File: src/verilog/axi_bus_pkg.sv
package axi_bus_pkg;

    ////////////////////
    // bus widths
    ////////////////////

    localparam int ADDR_W = 32;
    localparam int DATA_W = 32;
    localparam int PROT_W = 3;   // AxPROT
    localparam int RESP_W = 2;   // xRESP

    ////////////////////
    // channel field types
    ////////////////////

    typedef logic [ADDR_W-1:0] addr_t;
    typedef logic [DATA_W-1:0] data_t;
    typedef logic [PROT_W-1:0] prot_t;
    typedef logic [RESP_W-1:0] resp_t;

    // AXI-Lite response codes
    localparam resp_t RESP_OKAY = 2'b00;

endpackage

File: src/verilog/addr_map_pkg.sv
package addr_map_pkg;

    ////////////////////
    // slave set
    ////////////////////

    localparam int NUM_SLAVES = 4;
    localparam int SLV_IDX_W  = 2;   // enough to number every slave

    typedef logic [SLV_IDX_W-1:0] slv_idx_t;

    ////////////////////
    // address regions
    ////////////////////

    // inclusive range per slave
    // 0300_0000 .. 9FFF_FFFF is left unmapped
    localparam axi_bus_pkg::addr_t REGION_BASE [NUM_SLAVES] = '{
        32'h0000_0000,   // slave 0
        32'h0100_0000,   // slave 1
        32'h0200_0000,   // slave 2
        32'hA000_0000    // slave 3 in the high region
    };

    localparam axi_bus_pkg::addr_t REGION_LAST [NUM_SLAVES] = '{
        32'h00FF_FFFF,
        32'h01FF_FFFF,
        32'h02FF_FFFF,
        32'hAFFF_FFFF
    };

    // outstanding read tracking
    localparam int ROUTE_DEPTH = 4;
    localparam int ROUTE_PTR_W = 2;

endpackage

File: src/verilog/read_route_if.sv
interface read_route_if;

    logic                   push;        // AR handshake done
    addr_map_pkg::slv_idx_t push_idx;    // slave that took the request
    logic                   full;
    logic                   head_valid;  // at least one read outstanding
    addr_map_pkg::slv_idx_t head_idx;    // slave owing the oldest R beat
    logic                   pop;         // R handshake done

    modport decoder (
        output push,
        output push_idx,
        input  full
    );

    modport fifo (
        input  push,
        input  push_idx,
        input  pop,
        output full,
        output head_valid,
        output head_idx
    );

    modport returner (
        input  head_valid,
        input  head_idx,
        output pop
    );

endinterface

File: src/verilog/ar_decoder.sv
module ar_decoder (
    // master AR
    input  axi_bus_pkg::addr_t                                m_araddr_i,
    input  axi_bus_pkg::prot_t                                m_arprot_i,
    input  logic                                              m_arvalid_i,
    output logic                                              m_arready_o,

    // slave AR
    output axi_bus_pkg::addr_t [addr_map_pkg::NUM_SLAVES-1:0] s_araddr_o,
    output axi_bus_pkg::prot_t [addr_map_pkg::NUM_SLAVES-1:0] s_arprot_o,
    output logic [addr_map_pkg::NUM_SLAVES-1:0]               s_arvalid_o,
    input  logic [addr_map_pkg::NUM_SLAVES-1:0]               s_arready_i,

    read_route_if.decoder                                     route
);

    logic [addr_map_pkg::NUM_SLAVES-1:0] hit;      // one-hot region match
    logic [addr_map_pkg::NUM_SLAVES-1:0] sel;      // match with a live request
    addr_map_pkg::slv_idx_t              hit_idx;

    ////////////////////
    // region compare
    ////////////////////

    always_comb begin
        for (int i = 0; i < addr_map_pkg::NUM_SLAVES; i++) begin
            hit[i] = (m_araddr_i >= addr_map_pkg::REGION_BASE[i]) &&
                     (m_araddr_i <= addr_map_pkg::REGION_LAST[i]);
        end
    end

    assign sel = hit & {addr_map_pkg::NUM_SLAVES{m_arvalid_i}};

    // regions never overlap, so at most one bit is set
    always_comb begin
        hit_idx = '0;
        for (int i = 0; i < addr_map_pkg::NUM_SLAVES; i++) begin
            if (hit[i]) begin
                hit_idx = addr_map_pkg::slv_idx_t'(i);
            end
        end
    end

    ////////////////////
    // fan-out to slaves
    ////////////////////

    always_comb begin
        for (int i = 0; i < addr_map_pkg::NUM_SLAVES; i++) begin
            s_araddr_o[i]  = sel[i] ? m_araddr_i : '0;
            s_arprot_o[i]  = sel[i] ? m_arprot_i : '0;
            s_arvalid_o[i] = sel[i] & ~route.full;  // held off while no room to track it
        end
    end

    // unmapped address leaves sel empty, so arready stays low
    assign m_arready_o = (|(sel & s_arready_i)) & ~route.full;

    assign route.push     = m_arvalid_i & m_arready_o;
    assign route.push_idx = hit_idx;

endmodule

File: src/verilog/axi_read_xbar.sv
module axi_read_xbar (
    input  logic                                              clk,
    input  logic                                              reset_n,

    ////////////////////
    // master side
    ////////////////////

    input  axi_bus_pkg::addr_t                                m_araddr_i,
    input  axi_bus_pkg::prot_t                                m_arprot_i,
    input  logic                                              m_arvalid_i,
    output logic                                              m_arready_o,

    output axi_bus_pkg::data_t                                m_rdata_o,
    output axi_bus_pkg::resp_t                                m_rresp_o,
    output logic                                              m_rvalid_o,
    input  logic                                              m_rready_i,

    ////////////////////
    // slave side
    ////////////////////

    output axi_bus_pkg::addr_t [addr_map_pkg::NUM_SLAVES-1:0] s_araddr_o,
    output axi_bus_pkg::prot_t [addr_map_pkg::NUM_SLAVES-1:0] s_arprot_o,
    output logic [addr_map_pkg::NUM_SLAVES-1:0]               s_arvalid_o,
    input  logic [addr_map_pkg::NUM_SLAVES-1:0]               s_arready_i,

    input  axi_bus_pkg::data_t [addr_map_pkg::NUM_SLAVES-1:0] s_rdata_i,
    input  axi_bus_pkg::resp_t [addr_map_pkg::NUM_SLAVES-1:0] s_rresp_i,
    input  logic [addr_map_pkg::NUM_SLAVES-1:0]               s_rvalid_i,
    output logic [addr_map_pkg::NUM_SLAVES-1:0]               s_rready_o
);

    // route entries from AR decode to R return
    read_route_if route_bus ();

    ar_decoder u_ar_decoder (
        .m_araddr_i  (m_araddr_i),
        .m_arprot_i  (m_arprot_i),
        .m_arvalid_i (m_arvalid_i),
        .m_arready_o (m_arready_o),
        .s_araddr_o  (s_araddr_o),
        .s_arprot_o  (s_arprot_o),
        .s_arvalid_o (s_arvalid_o),
        .s_arready_i (s_arready_i),
        .route       (route_bus.decoder)
    );

    // keeps read data in request order
    route_fifo u_route_fifo (
        .clk     (clk),
        .reset_n (reset_n),
        .route   (route_bus.fifo)
    );

    r_return_mux u_r_return_mux (
        .m_rdata_o  (m_rdata_o),
        .m_rresp_o  (m_rresp_o),
        .m_rvalid_o (m_rvalid_o),
        .m_rready_i (m_rready_i),
        .s_rdata_i  (s_rdata_i),
        .s_rresp_i  (s_rresp_i),
        .s_rvalid_i (s_rvalid_i),
        .s_rready_o (s_rready_o),
        .route      (route_bus.returner)
    );

endmodule

File: src/verilog/r_return_mux.sv
module r_return_mux (
    // master R
    output axi_bus_pkg::data_t                                m_rdata_o,
    output axi_bus_pkg::resp_t                                m_rresp_o,
    output logic                                              m_rvalid_o,
    input  logic                                              m_rready_i,

    // slave R
    input  axi_bus_pkg::data_t [addr_map_pkg::NUM_SLAVES-1:0] s_rdata_i,
    input  axi_bus_pkg::resp_t [addr_map_pkg::NUM_SLAVES-1:0] s_rresp_i,
    input  logic [addr_map_pkg::NUM_SLAVES-1:0]               s_rvalid_i,
    output logic [addr_map_pkg::NUM_SLAVES-1:0]               s_rready_o,

    read_route_if.returner                                    route
);

    logic [addr_map_pkg::NUM_SLAVES-1:0] head_sel;  // one-hot owner of the next beat

    always_comb begin
        for (int i = 0; i < addr_map_pkg::NUM_SLAVES; i++) begin
            head_sel[i] = route.head_valid &&
                          (route.head_idx == addr_map_pkg::slv_idx_t'(i));
        end
    end

    ////////////////////
    // slave to master
    ////////////////////

    always_comb begin
        m_rvalid_o = 1'b0;
        m_rdata_o  = '0;
        m_rresp_o  = axi_bus_pkg::RESP_OKAY;   // idle value
        for (int i = 0; i < addr_map_pkg::NUM_SLAVES; i++) begin
            if (head_sel[i]) begin
                m_rvalid_o = s_rvalid_i[i];
                m_rdata_o  = s_rdata_i[i];
                m_rresp_o  = s_rresp_i[i];
            end
        end
    end

    // only the head slave sees the master's ready
    assign s_rready_o = head_sel & {addr_map_pkg::NUM_SLAVES{m_rready_i}};

    assign route.pop = m_rvalid_o & m_rready_i;

endmodule

File: src/verilog/route_fifo.sv
module route_fifo (
    input  logic       clk,
    input  logic       reset_n,
    read_route_if.fifo route
);

    logic [addr_map_pkg::ROUTE_PTR_W-1:0] wr_ptr;
    logic [addr_map_pkg::ROUTE_PTR_W-1:0] rd_ptr;
    logic [addr_map_pkg::ROUTE_PTR_W-1:0] wr_ptr_next;
    logic [addr_map_pkg::ROUTE_PTR_W-1:0] rd_ptr_next;
    logic                                 full;
    logic                                 empty;
    logic                                 full_next;
    logic                                 empty_next;
    logic                                 do_push;
    logic                                 do_pop;

    // slave index of each outstanding read with the oldest at rd_ptr
    addr_map_pkg::slv_idx_t mem [addr_map_pkg::ROUTE_DEPTH];

    assign do_push = route.push & ~full;
    assign do_pop  = route.pop & ~empty;

    ////////////////////
    // pointer and flag update
    ////////////////////

    always_comb begin
        wr_ptr_next = wr_ptr;
        rd_ptr_next = rd_ptr;
        full_next   = full;
        empty_next  = empty;

        case ({do_push, do_pop})
            2'b10: begin   // push only
                wr_ptr_next = wr_ptr + 1'b1;
                empty_next  = 1'b0;
                full_next   = (wr_ptr_next == rd_ptr);
            end
            2'b01: begin   // pop only
                rd_ptr_next = rd_ptr + 1'b1;
                full_next   = 1'b0;
                empty_next  = (rd_ptr_next == wr_ptr);
            end
            2'b11: begin   // count unchanged
                wr_ptr_next = wr_ptr + 1'b1;
                rd_ptr_next = rd_ptr + 1'b1;
            end
            default: begin
            end
        endcase
    end

    always_ff @(posedge clk or negedge reset_n) begin
        if (!reset_n) begin
            wr_ptr <= '0;
            rd_ptr <= '0;
            full   <= 1'b0;
            empty  <= 1'b1;
        end else begin
            wr_ptr <= wr_ptr_next;
            rd_ptr <= rd_ptr_next;
            full   <= full_next;
            empty  <= empty_next;
        end
    end

    ////////////////////
    // storage
    ////////////////////

    always_ff @(posedge clk) begin
        if (do_push) begin
            mem[wr_ptr] <= route.push_idx;
        end
    end

    assign route.full       = full;
    assign route.head_valid = ~empty;
    assign route.head_idx   = mem[rd_ptr];  // meaningful only with head_valid

endmodule
File: config.mk
export PLATFORM = sky130hd
export DESIGN_NAME = axi_read_xbar
export DESIGN_NICKNAME = d
export VERILOG_FILES = /design/src/verilog/axi_bus_pkg.sv /design/src/verilog/addr_map_pkg.sv /design/src/verilog/read_route_if.sv /design/src/verilog/ar_decoder.sv /design/src/verilog/axi_read_xbar.sv /design/src/verilog/r_return_mux.sv /design/src/verilog/route_fifo.sv
export SDC_FILE = /design/constraint.sdc
export NUM_CORES = 1
export LEC_CHECK = 0
export BUFFER_PORTS_ARGS = -buffer_cell sky130_fd_sc_hd__buf_2
export CAP_MARGIN = 15
export CORE_AREA = 2 2 142 144
export CTS_BUF_LIST = sky130_fd_sc_hd__clkbuf_4 sky130_fd_sc_hd__clkbuf_8
export CTS_CLUSTER_DIAMETER = 100
export DETAILED_ROUTE_END_ITERATION = 12
export DIE_AREA = 0 0 144 146
export PLACE_DENSITY_LB_ADDON = 0.3
export SYNTH_ARGS = -nofsm -noshare
export SYNTH_HDL_FRONTEND = slang
export SYNTH_SLANG_ARGS = --single-unit
File: constraint.sdc
create_clock -name clk -period 2.8 [get_ports clk]
set_clock_uncertainty 0.15 [all_clocks]
set_input_delay 0.56 -clock clk [delete_from_list [all_inputs] [get_ports clk]]
set_output_delay 0.56 -clock clk [all_outputs]
set_load 0.01 [all_outputs]
==> run_results.csv, run 1 <==
group,metric,value,unit
grt,track_usage,14.36,%
power,power_density,770.9,mW/mm^2
clocking,numCtsBuffers,3,
logic_synthesis,synth_area_leaders,"and2_1 20%, mux2i_1 14%, a22oi_1 9.3%",
logic_synthesis,synth_seq_cells,14,
setup_path,crit_required,2090,ps
finish,drive_above_1_share,65.62,%
min_path,holdPathStages,1,
outcome,failed_checks,"setup timing",
setup_path,rr_startpoint,"u_route_fifo.rd_ptr[0]",
logic_synthesis,synth_common_cells,"86 x and2_1, 38 x mux2i_1, 34 x a22oi_1, 34 x o21ai_1, 32 x and3_1",
placement,port_buffers,342,
logic_synthesis,synth.distinct_cells,38,
logic_synthesis,synth_top_area_cell,"and2_1",
die,start_util,14.13,%
routing,drt_iter0_markers,60,
routing,num_vias,4060,
setup_path,rr_worst_depth,9,
routing,routed_wl,17.00,mm
sta,rsz0062_at_grt,"yes",
sta,whs,476.2,ps
sta,slew_viol_final,0,
grt,gr-total-overflow,0,
finish,area_growth_syn_to_layout,112.0,%
sta,post-route-period-util,106.6,%
sta,fmax,335.0,MHz
power,vdd_ir_drop_max,0.0003183,V
die,die_w,144,um
setup_path,r2r_slack,-150,ps
grt,grt_max_degree,34,
setup_path,critPathKind,"register to output pin",
sta,finalSetupViolCount,43,
placement,dp_slack,-342.5,ps
min_path,hp-start,"u_route_fifo.wr_ptr[0]",
min_path,holdPathEnd,"u_route_fifo.wr_ptr[0]",
clocking,h-tree-depth,1,
setup_path,cp_max_fo,5,
clocking,clk_latency,240,ps
power,p_leak,3.264,nW
grt,antenna_found_initial,3,
finish,nets,924,
setup_path,worst_setup_path_start_kind,"register",
logic_synthesis,yosysWarnings,0,
outcome,run_status,"finished with violations",
logic_synthesis,seq_area_frac_synth,14.33,%
sta,worst_slack,-185.2,ps
die,io_pins,367,
finish,n_fill_cell,2093,
logic_synthesis,synth_edf_count,8,
clocking,cts_tree,"yes",
grt,grt_pass1_wl,22.97,mm
clocking,clk_pin_slew,60,ps
logic_synthesis,synth_most_common_cell,"and2_1",
clocking,clk_path_buf_depth,2,
placement,dp_hpwl,12.83,mm
placement,gp_congestion,0.7550,
routing,postRouteAntennaNets,0,
min_path,min_path_type,"register to register",
routing,drt-pass1-iter-count,5,
setup_path,rr_endpoint,"u_route_fifo.wr_ptr[1]",
sta,hold_viol_final,0,
logic_synthesis,synth_area,0.002733,mm^2
die,die_area,0.02102,mm^2
logic_synthesis,synthFlopType,"edfxtp_1",
routing,wl_per_cell,17.02,um
routing,viasPerCell,4.064,
routing,drc,0,
flow_run,drv_cap,0,
logic_synthesis,synthArstFlopShare,42.86,%
clocking,root_buffer,"clkbuf_8",
setup_path,cp-end-kind,"output pin",
logic_synthesis,yosysTopAreaCellShare,19.69,%
sta,period_minus_slack,2985,ps
die,die_y,146,um
die,core,0.01933,mm^2
grt,grt_pass1_vias,3952,
die,rows,51,
clocking,clock_sinks,14,
logic_synthesis,syn_area_per_cell,7.654,um^2
logic_synthesis,netlist_instances,357,
setup_path,cp_data_arrival_time,2280,ps
[sequential cells by signal, summed over array words and instances, names as in the netlist]
signal	cells
u_route_fifo.route.full	1
u_route_fifo.rd_ptr	2
u_route_fifo.mem	8
u_route_fifo.wr_ptr	2
u_route_fifo.empty	1
[worst max path at each step]
stage / depth (start not counted) / start / slack [ps] / endpoint
floorplan: 7 / u_route_fifo.rd_ptr[0] / 40 / u_route_fifo.wr_ptr[1]
global placement: 6 / u_route_fifo.rd_ptr[0] / -290 / m_rdata_o[29]
detailed placement: 6 / u_route_fifo.rd_ptr[0] / -340 / m_rdata_o[23]
CTS: 9 / u_route_fifo.rd_ptr[0] / -170 / m_rdata_o[8]
global route: 9 / u_route_fifo.rd_ptr[0] / -260 / m_rdata_o[22]
finish: 8 / u_route_fifo.rd_ptr[0] / -190 / m_rdata_o[23]
[layout by cell type (no fill, tap or decap), types with 2 or more instances in the layout]
cell / synthesis / final
nand2_2: 0 / 2
buf_4: 24 / 24
nor2_2: 0 / 3
nor3b_1: 5 / 4
nor3b_4: 0 / 3
dfrtp_1: 5 / 5
mux2i_1: 38 / 38
xnor2_1: 4 / 3
buf_6: 1 / 17
o21ai_1: 34 / 15
a22oi_2: 0 / 28
and3_1: 32 / 32
inv_1: 3 / 3
mux4_2: 2 / 2
and2_1: 86 / 84
and2_4: 0 / 2
buf_2: 11 / 339
a22oi_1: 34 / 6
edfxtp_1: 8 / 8
ha_1: 7 / 4
buf_12: 0 / 9
nand2b_1: 5 / 5
buf_16: 0 / 6
nor2_4: 0 / 3
buf_8: 0 / 2
clkinv_1: 1 / 2
nor2_1: 10 / 4
clkbuf_8: 0 / 3
o21ai_2: 0 / 21
nor3_1: 2 / 2
nand2_1: 4 / 2
ha_4: 0 / 2
conb_1: 1 / 24
clkbuf_16: 0 / 2
mux2_4: 1 / 2
o21ai_0: 4 / 2
[report_power, final]
group,switching [mW],internal [mW]
clock network,0.0688,0.0968
registers,0.0737,0.265
logic,1.86,2.11
[stage by stage]
stage                     cells  instance area (um^2)  total power, mW  utilization [%]  TNS, ps
final                       999                  5794            4.467            29.97    -5869
after global routing        999                  5794            4.738            29.97    -9571
after CTS                   989                  5474            4.032            28.31    -5404
after detailed placement    956                  4801            2.735            24.83   -13210
after global placement      956                  4801            2.727            24.83    -9805
after floorplan             380                  2819            1.796                -        0
[final cells by class]
| type | count | area, um^2 | share of cell area [%] |
|---|---|---|---|
| timing repair buffer | 401 | 2536 | 43.77 |
| multi-input combinational | 310 | 2472 | 42.67 |
| sequential | 14 | 391.6 | 6.759 |
| tap | 265 | 331.6 | 5.722 |
| clock buffer | 3 | 41.29 | 0.7126 |
| inverter | 4 | 15.01 | 0.2591 |
| clock inverter | 1 | 3.754 | 0.06478 |
| antenna | 1 | 2.502 | 0.04319 |
[per-layer routing]
| metal | wire [um] | GRT usage [%] | vias to the layer above |
|---|---|---|---|
| met5 | 0 | 0 | - |
| met4 | 235 | 2.500 | 0 |
| met3 | 1208 | 1.612 | 16 |
| met2 | 9604 | 30.95 | 239 |
| met1 | 5953 | 14.20 | 1830 |
| li1 | - | - | 1975 |
[repair_timing]
| item | 4_1_cts | 5_1_grt |
|---|---|---|
| endpoints found under the hold margin | 5 | 0 |
| setup buffers | 21 | 7 |
| gates cloned | 7 | 2 |
| endpoints found under the setup margin | 125 | 126 |
| resized for setup | 68 | 48 |
| hold buffers | 1 | 0 |
| pin swaps | 24 | 29 |
[logic make-up after synthesis]
group                    Yosys count  share of synthesized area, %
flip-flops                        14                         14.33
multiplexers                      42                         16.53
XOR/XNOR                           5                         1.602
AO/OA/AOI/OAI                     75                         17.17
other                              1                        0.1372
AND/OR/NAND/NOR                  156                         35.12
buffers and inverters             57                         11.90
adder cells (fa/ha/maj)            7                         3.205
[critical path: stages, from the launching register on]
cell and delay, ps:
dfrtp_1 370, buf_6 110, mux4_2 520, buf_6 140, buf_6 120, or2_4 310
clkbuf_16 190, o21ai_2 130, buf_2 150
No activity file was read; power rests on OpenSTA's default activity.
==> run 2, diff against run 1 <==
--- a/config.mk
+++ b/config.mk
@@ -5,13 +5,14 @@
 export SDC_FILE = /design/constraint.sdc
 export NUM_CORES = 1
 export LEC_CHECK = 0
+export ABC_AREA = 1
 export BUFFER_PORTS_ARGS = -buffer_cell sky130_fd_sc_hd__buf_2
 export CAP_MARGIN = 15
-export CORE_AREA = 2 2 142 144
+export CORE_AREA = 2 2 145 147
 export CTS_BUF_LIST = sky130_fd_sc_hd__clkbuf_4 sky130_fd_sc_hd__clkbuf_8
 export CTS_CLUSTER_DIAMETER = 100
 export DETAILED_ROUTE_END_ITERATION = 12
-export DIE_AREA = 0 0 144 146
+export DIE_AREA = 0 0 147 149
 export PLACE_DENSITY_LB_ADDON = 0.3
 export SYNTH_ARGS = -nofsm -noshare
 export SYNTH_HDL_FRONTEND = slang
==> run_results.csv, run 2 <==
group,metric,value,unit
die,core,0.02056,mm^2
outcome,run_status,"finished, final reports clean",
clocking,cts_tree,"yes",
logic_synthesis,yosysWarnings,0,
sta,hold_viol_final,0,
power,p_switching,2.047,mW
power,netSwitchingFraction,56.11,%
clocking,post_cts_buffers,0,
logic_synthesis,synth_top_area_cell,"nand2_1",
setup_path,critPathKind,"register to output pin",
sta,tightestPinTransition,535.6,ps
die,start_util,13.46,%
finish,n_fill_cell,2378,
power,seq_power_share,9.2,%
logic_synthesis,synth_most_common_cell,"nand2_1",
placement,gp_congestion,0.7352,
finish,final_common_cell,"buf_2",
setup_path,worst_setup_path_start_kind,"register",
die,rows,53,
logic_synthesis,synth_edf_count,8,
grt,grt_pass1_vias,3830,
finish,drive_above_1_share,45.96,%
power,clockPowerShare,5.4,%
die,die_y,149,um
sta,timing.slew.headroom,64.24,%
placement,port_buffers,342,
power,power_density,769.4,mW/mm^2
routing,wl_per_cell,12.53,um
logic_synthesis,seq_area_frac_synth,14.16,%
finish,largest_reg_flops,8,
power,p_leak,2.997,nW
routing,routed_wl,13.84,mm
setup_path,cp-end-kind,"output pin",
setup_path,path_cells,"inv_2 -> nand3_1 -> nand2_4 -> nor2_8 -> buf_12 -> nand2_1 -> nand4_1 -> buf_2",
finish,layout_common_cells,"342 x buf_2, 155 x nand2_1, 132 x nor2_1, 52 x inv_1, 36 x nand4_1",
clocking,clk_path_buf_depth,2,
grt,antenna_found_initial,3,
logic_synthesis,synth_area,0.002766,mm^2
clocking,clk_pin_slew,60,ps
sta,rsz0062_at_grt,"no",
setup_path,rr_worst_depth,13,
finish,reg_top3,"u_route_fifo.mem (8), u_route_fifo.rd_ptr (2), u_route_fifo.wr_ptr (2)",
grt,grt_max_degree,35,
setup_path,cp_data_arrival_time,1960,ps
logic_synthesis,synth.distinct_cells,32,
setup_path,cp.buffers_inverters,3,
logic_synthesis,synth_common_cells,"155 x nand2_1, 132 x nor2_1, 52 x inv_1",
setup_path,cp_slowest_cell,"dfrtp_1",
logic_synthesis,synth_area_leaders,"nand2_1 21%, nor2_1 18%, buf_4 9.0%",
grt,grt_pass1_wl,19.84,mm
logic_synthesis,netlist_instances,496,
sta,period_minus_slack,2673,ps
clocking,h-tree-depth,1,
setup_path,cpPeakStageDelay,550,ps
routing,viasPerCell,3.778,
finish,n_antenna_cell,0,
routing,drt_iter0_markers,76,
setup_path,rr_endpoint,"u_route_fifo.route.full",
sta,finalSetupViolCount,0,
logic_synthesis,synthFlopType,"edfxtp_1",
finish,nets,1020,
setup_path,cp.depth,8,
sta,worst_slack,127.2,ps
setup_path,endpoint,"m_rdata_o[23]",
min_path,min_path_type,"register to register",
setup_path,crit_required,2090,ps
die,die_area,0.02190,mm^2
clocking,clock_sinks,14,
setup_path,crit_path_start,"u_route_fifo.rd_ptr[1]",
sta,slew_viol_final,0,
die,die_w,147,um
clocking,clk_latency,250,ps
power,finalPower,3.648,mW
finish,multi_input_area,0.001878,mm^2
logic_synthesis,syn_area_per_cell,5.577,um^2
routing,postRouteAntennaNets,0,
finish,top_register,"u_route_fifo.mem",
routing,num_vias,4171,
power,internal_power,1.601,mW
finish,area_growth_syn_to_layout,71.42,%
setup_path,cp_top_family,"simple AND/OR/NAND/NOR gates",
sta,fin_setup_tns,0,ps
flow_run,drv_cap,0,
grt,track_usage,11.37,%
routing,drc,0,
clocking,root_buffer,"clkbuf_8",
logic_synthesis,synthArstFlopShare,42.86,%
sta,post-route-period-util,95.46,%
placement,dp_slack,146.8,ps
power,vdd_ir_drop_max,0.0003963,V
clocking,numCtsBuffers,3,
grt,gr-total-overflow,0,
power,p_comb_share,85.4,%
finish,seq_area,392.9,um^2
logic_synthesis,yosysTopAreaCellShare,21.03,%
setup_path,rr_startpoint,"u_route_fifo.rd_ptr[1]",
sta,fmax,374.1,MHz
die,io_pins,367,
setup_path,cp_max_fo,23,
finish,fin_util,23.07,%
logic_synthesis,synth_seq_cells,14,
setup_path,r2r_slack,550,ps
routing,drt-pass1-iter-count,4,
placement,dp_hpwl,11.90,mm
[run 2: changes by cell type after synthesis, moves of 33 or more]
cell,delta
nor2_1,+122
nand4_1,+36
nand2_1,+151
and2_1,-86
inv_1,+49
o21ai_1,-33
a22oi_1,-34
mux2i_1,-38
[run 2: cells by family (layout without fill, tap and decap cells)]
| family | after synthesis | in the layout | synth area share, % |
|---|---|---|---|
| compound gates | 7 | 7 | 1.447 |
| xor+xnor | 5 | 5 | 1.583 |
| fa+ha+maj | 7 | 7 | 3.166 |
| buf+inv | 103 | 413 | 21.08 |
| flops | 14 | 14 | 14.16 |
| other cells | 1 | 24 | 0.1356 |
| simple gates | 359 | 359 | 58.44 |
[run 2: power by group through the flow]
stage / Combinational [mW] / Sequential, mW / Clock, mW
global route: 3.47 / 0.347 / 0.207
CTS: 3.19 / 0.337 / 0.199
floorplan: 2.11 / 0.289 / 0
global placement: 3.19 / 0.342 / 0
detailed placement: 3.18 / 0.342 / 0
finish: 3.12 / 0.336 / 0.197
[run 2: stage by stage]
stage	instances	hold WS [ps]	area, um^2
6_report	1104	414.4	4742
3_5_place_dp	1099	249.5	4676
4_1_cts	1104	416.1	4741
2_1_floorplan	519	114.4	2853
5_1_grt	1104	468.3	4742
3_3_place_gp	1099	245.1	4676
[run 2: what timing repair did]
item                       CTS  global route
setup endpoints to repair    0            16
hold buffers                 1             0
hold endpoints to repair     5             0
resized for setup            0             1
[run 2: how the worst min path moves through the flow]
| stage | from | endpoint | slack [ps] | cells after the start |
|---|---|---|---|---|
| 2_1_floorplan | reset_n | u_route_fifo.rd_ptr[0] | 110 | 0 |
| 3_3_place_gp | reset_n | u_route_fifo.route.full | 250 | 1 |
| 3_5_place_dp | reset_n | u_route_fifo.route.full | 250 | 1 |
| 4_1_cts | u_route_fifo.wr_ptr[1] | u_route_fifo.wr_ptr[1] | 420 | 2 |
| 5_1_grt | u_route_fifo.wr_ptr[1] | u_route_fifo.wr_ptr[1] | 470 | 2 |
| 6_report | u_route_fifo.wr_ptr[1] | u_route_fifo.wr_ptr[1] | 410 | 2 |
[run 2: final cells by class]
cell class                      instances  share of cell area [%]
Clock buffer                            4                   1.161
Inverter                               56                   4.485
Multi-Input combinational cell        402                   39.60
Sequential cell                        14                   8.285
Tap cell                              275                   7.256
Timing Repair Buffer                  353                   39.21
[run 2: worst register-to-register path: stages (launching register included)]
cell and delay [ps]:
dfrtp_1 500, inv_2 140, nand3_1 120, nand2_4 180
nor2_8 70, nand2_1 80, nand2_1 50, inv_1 60
nand2_1 60, nor2_1 160, ha_1 260, inv_1 110
o2111ai_1 120, o21ai_0 100
[run 2: routing by layer]
| metal | global-route usage [%] | share of wire, % | vias to the layer above |
|---|---|---|---|
| li1 | - | - | 2146 |
| met1 | 10.81 | 34 | 1779 |
| met2 | 24.86 | 56 | 231 |
| met3 | 2.018 | 8.3 | 15 |
| met4 | 2.308 | 1.7 | 0 |
| met5 | 0 | 0 | - |
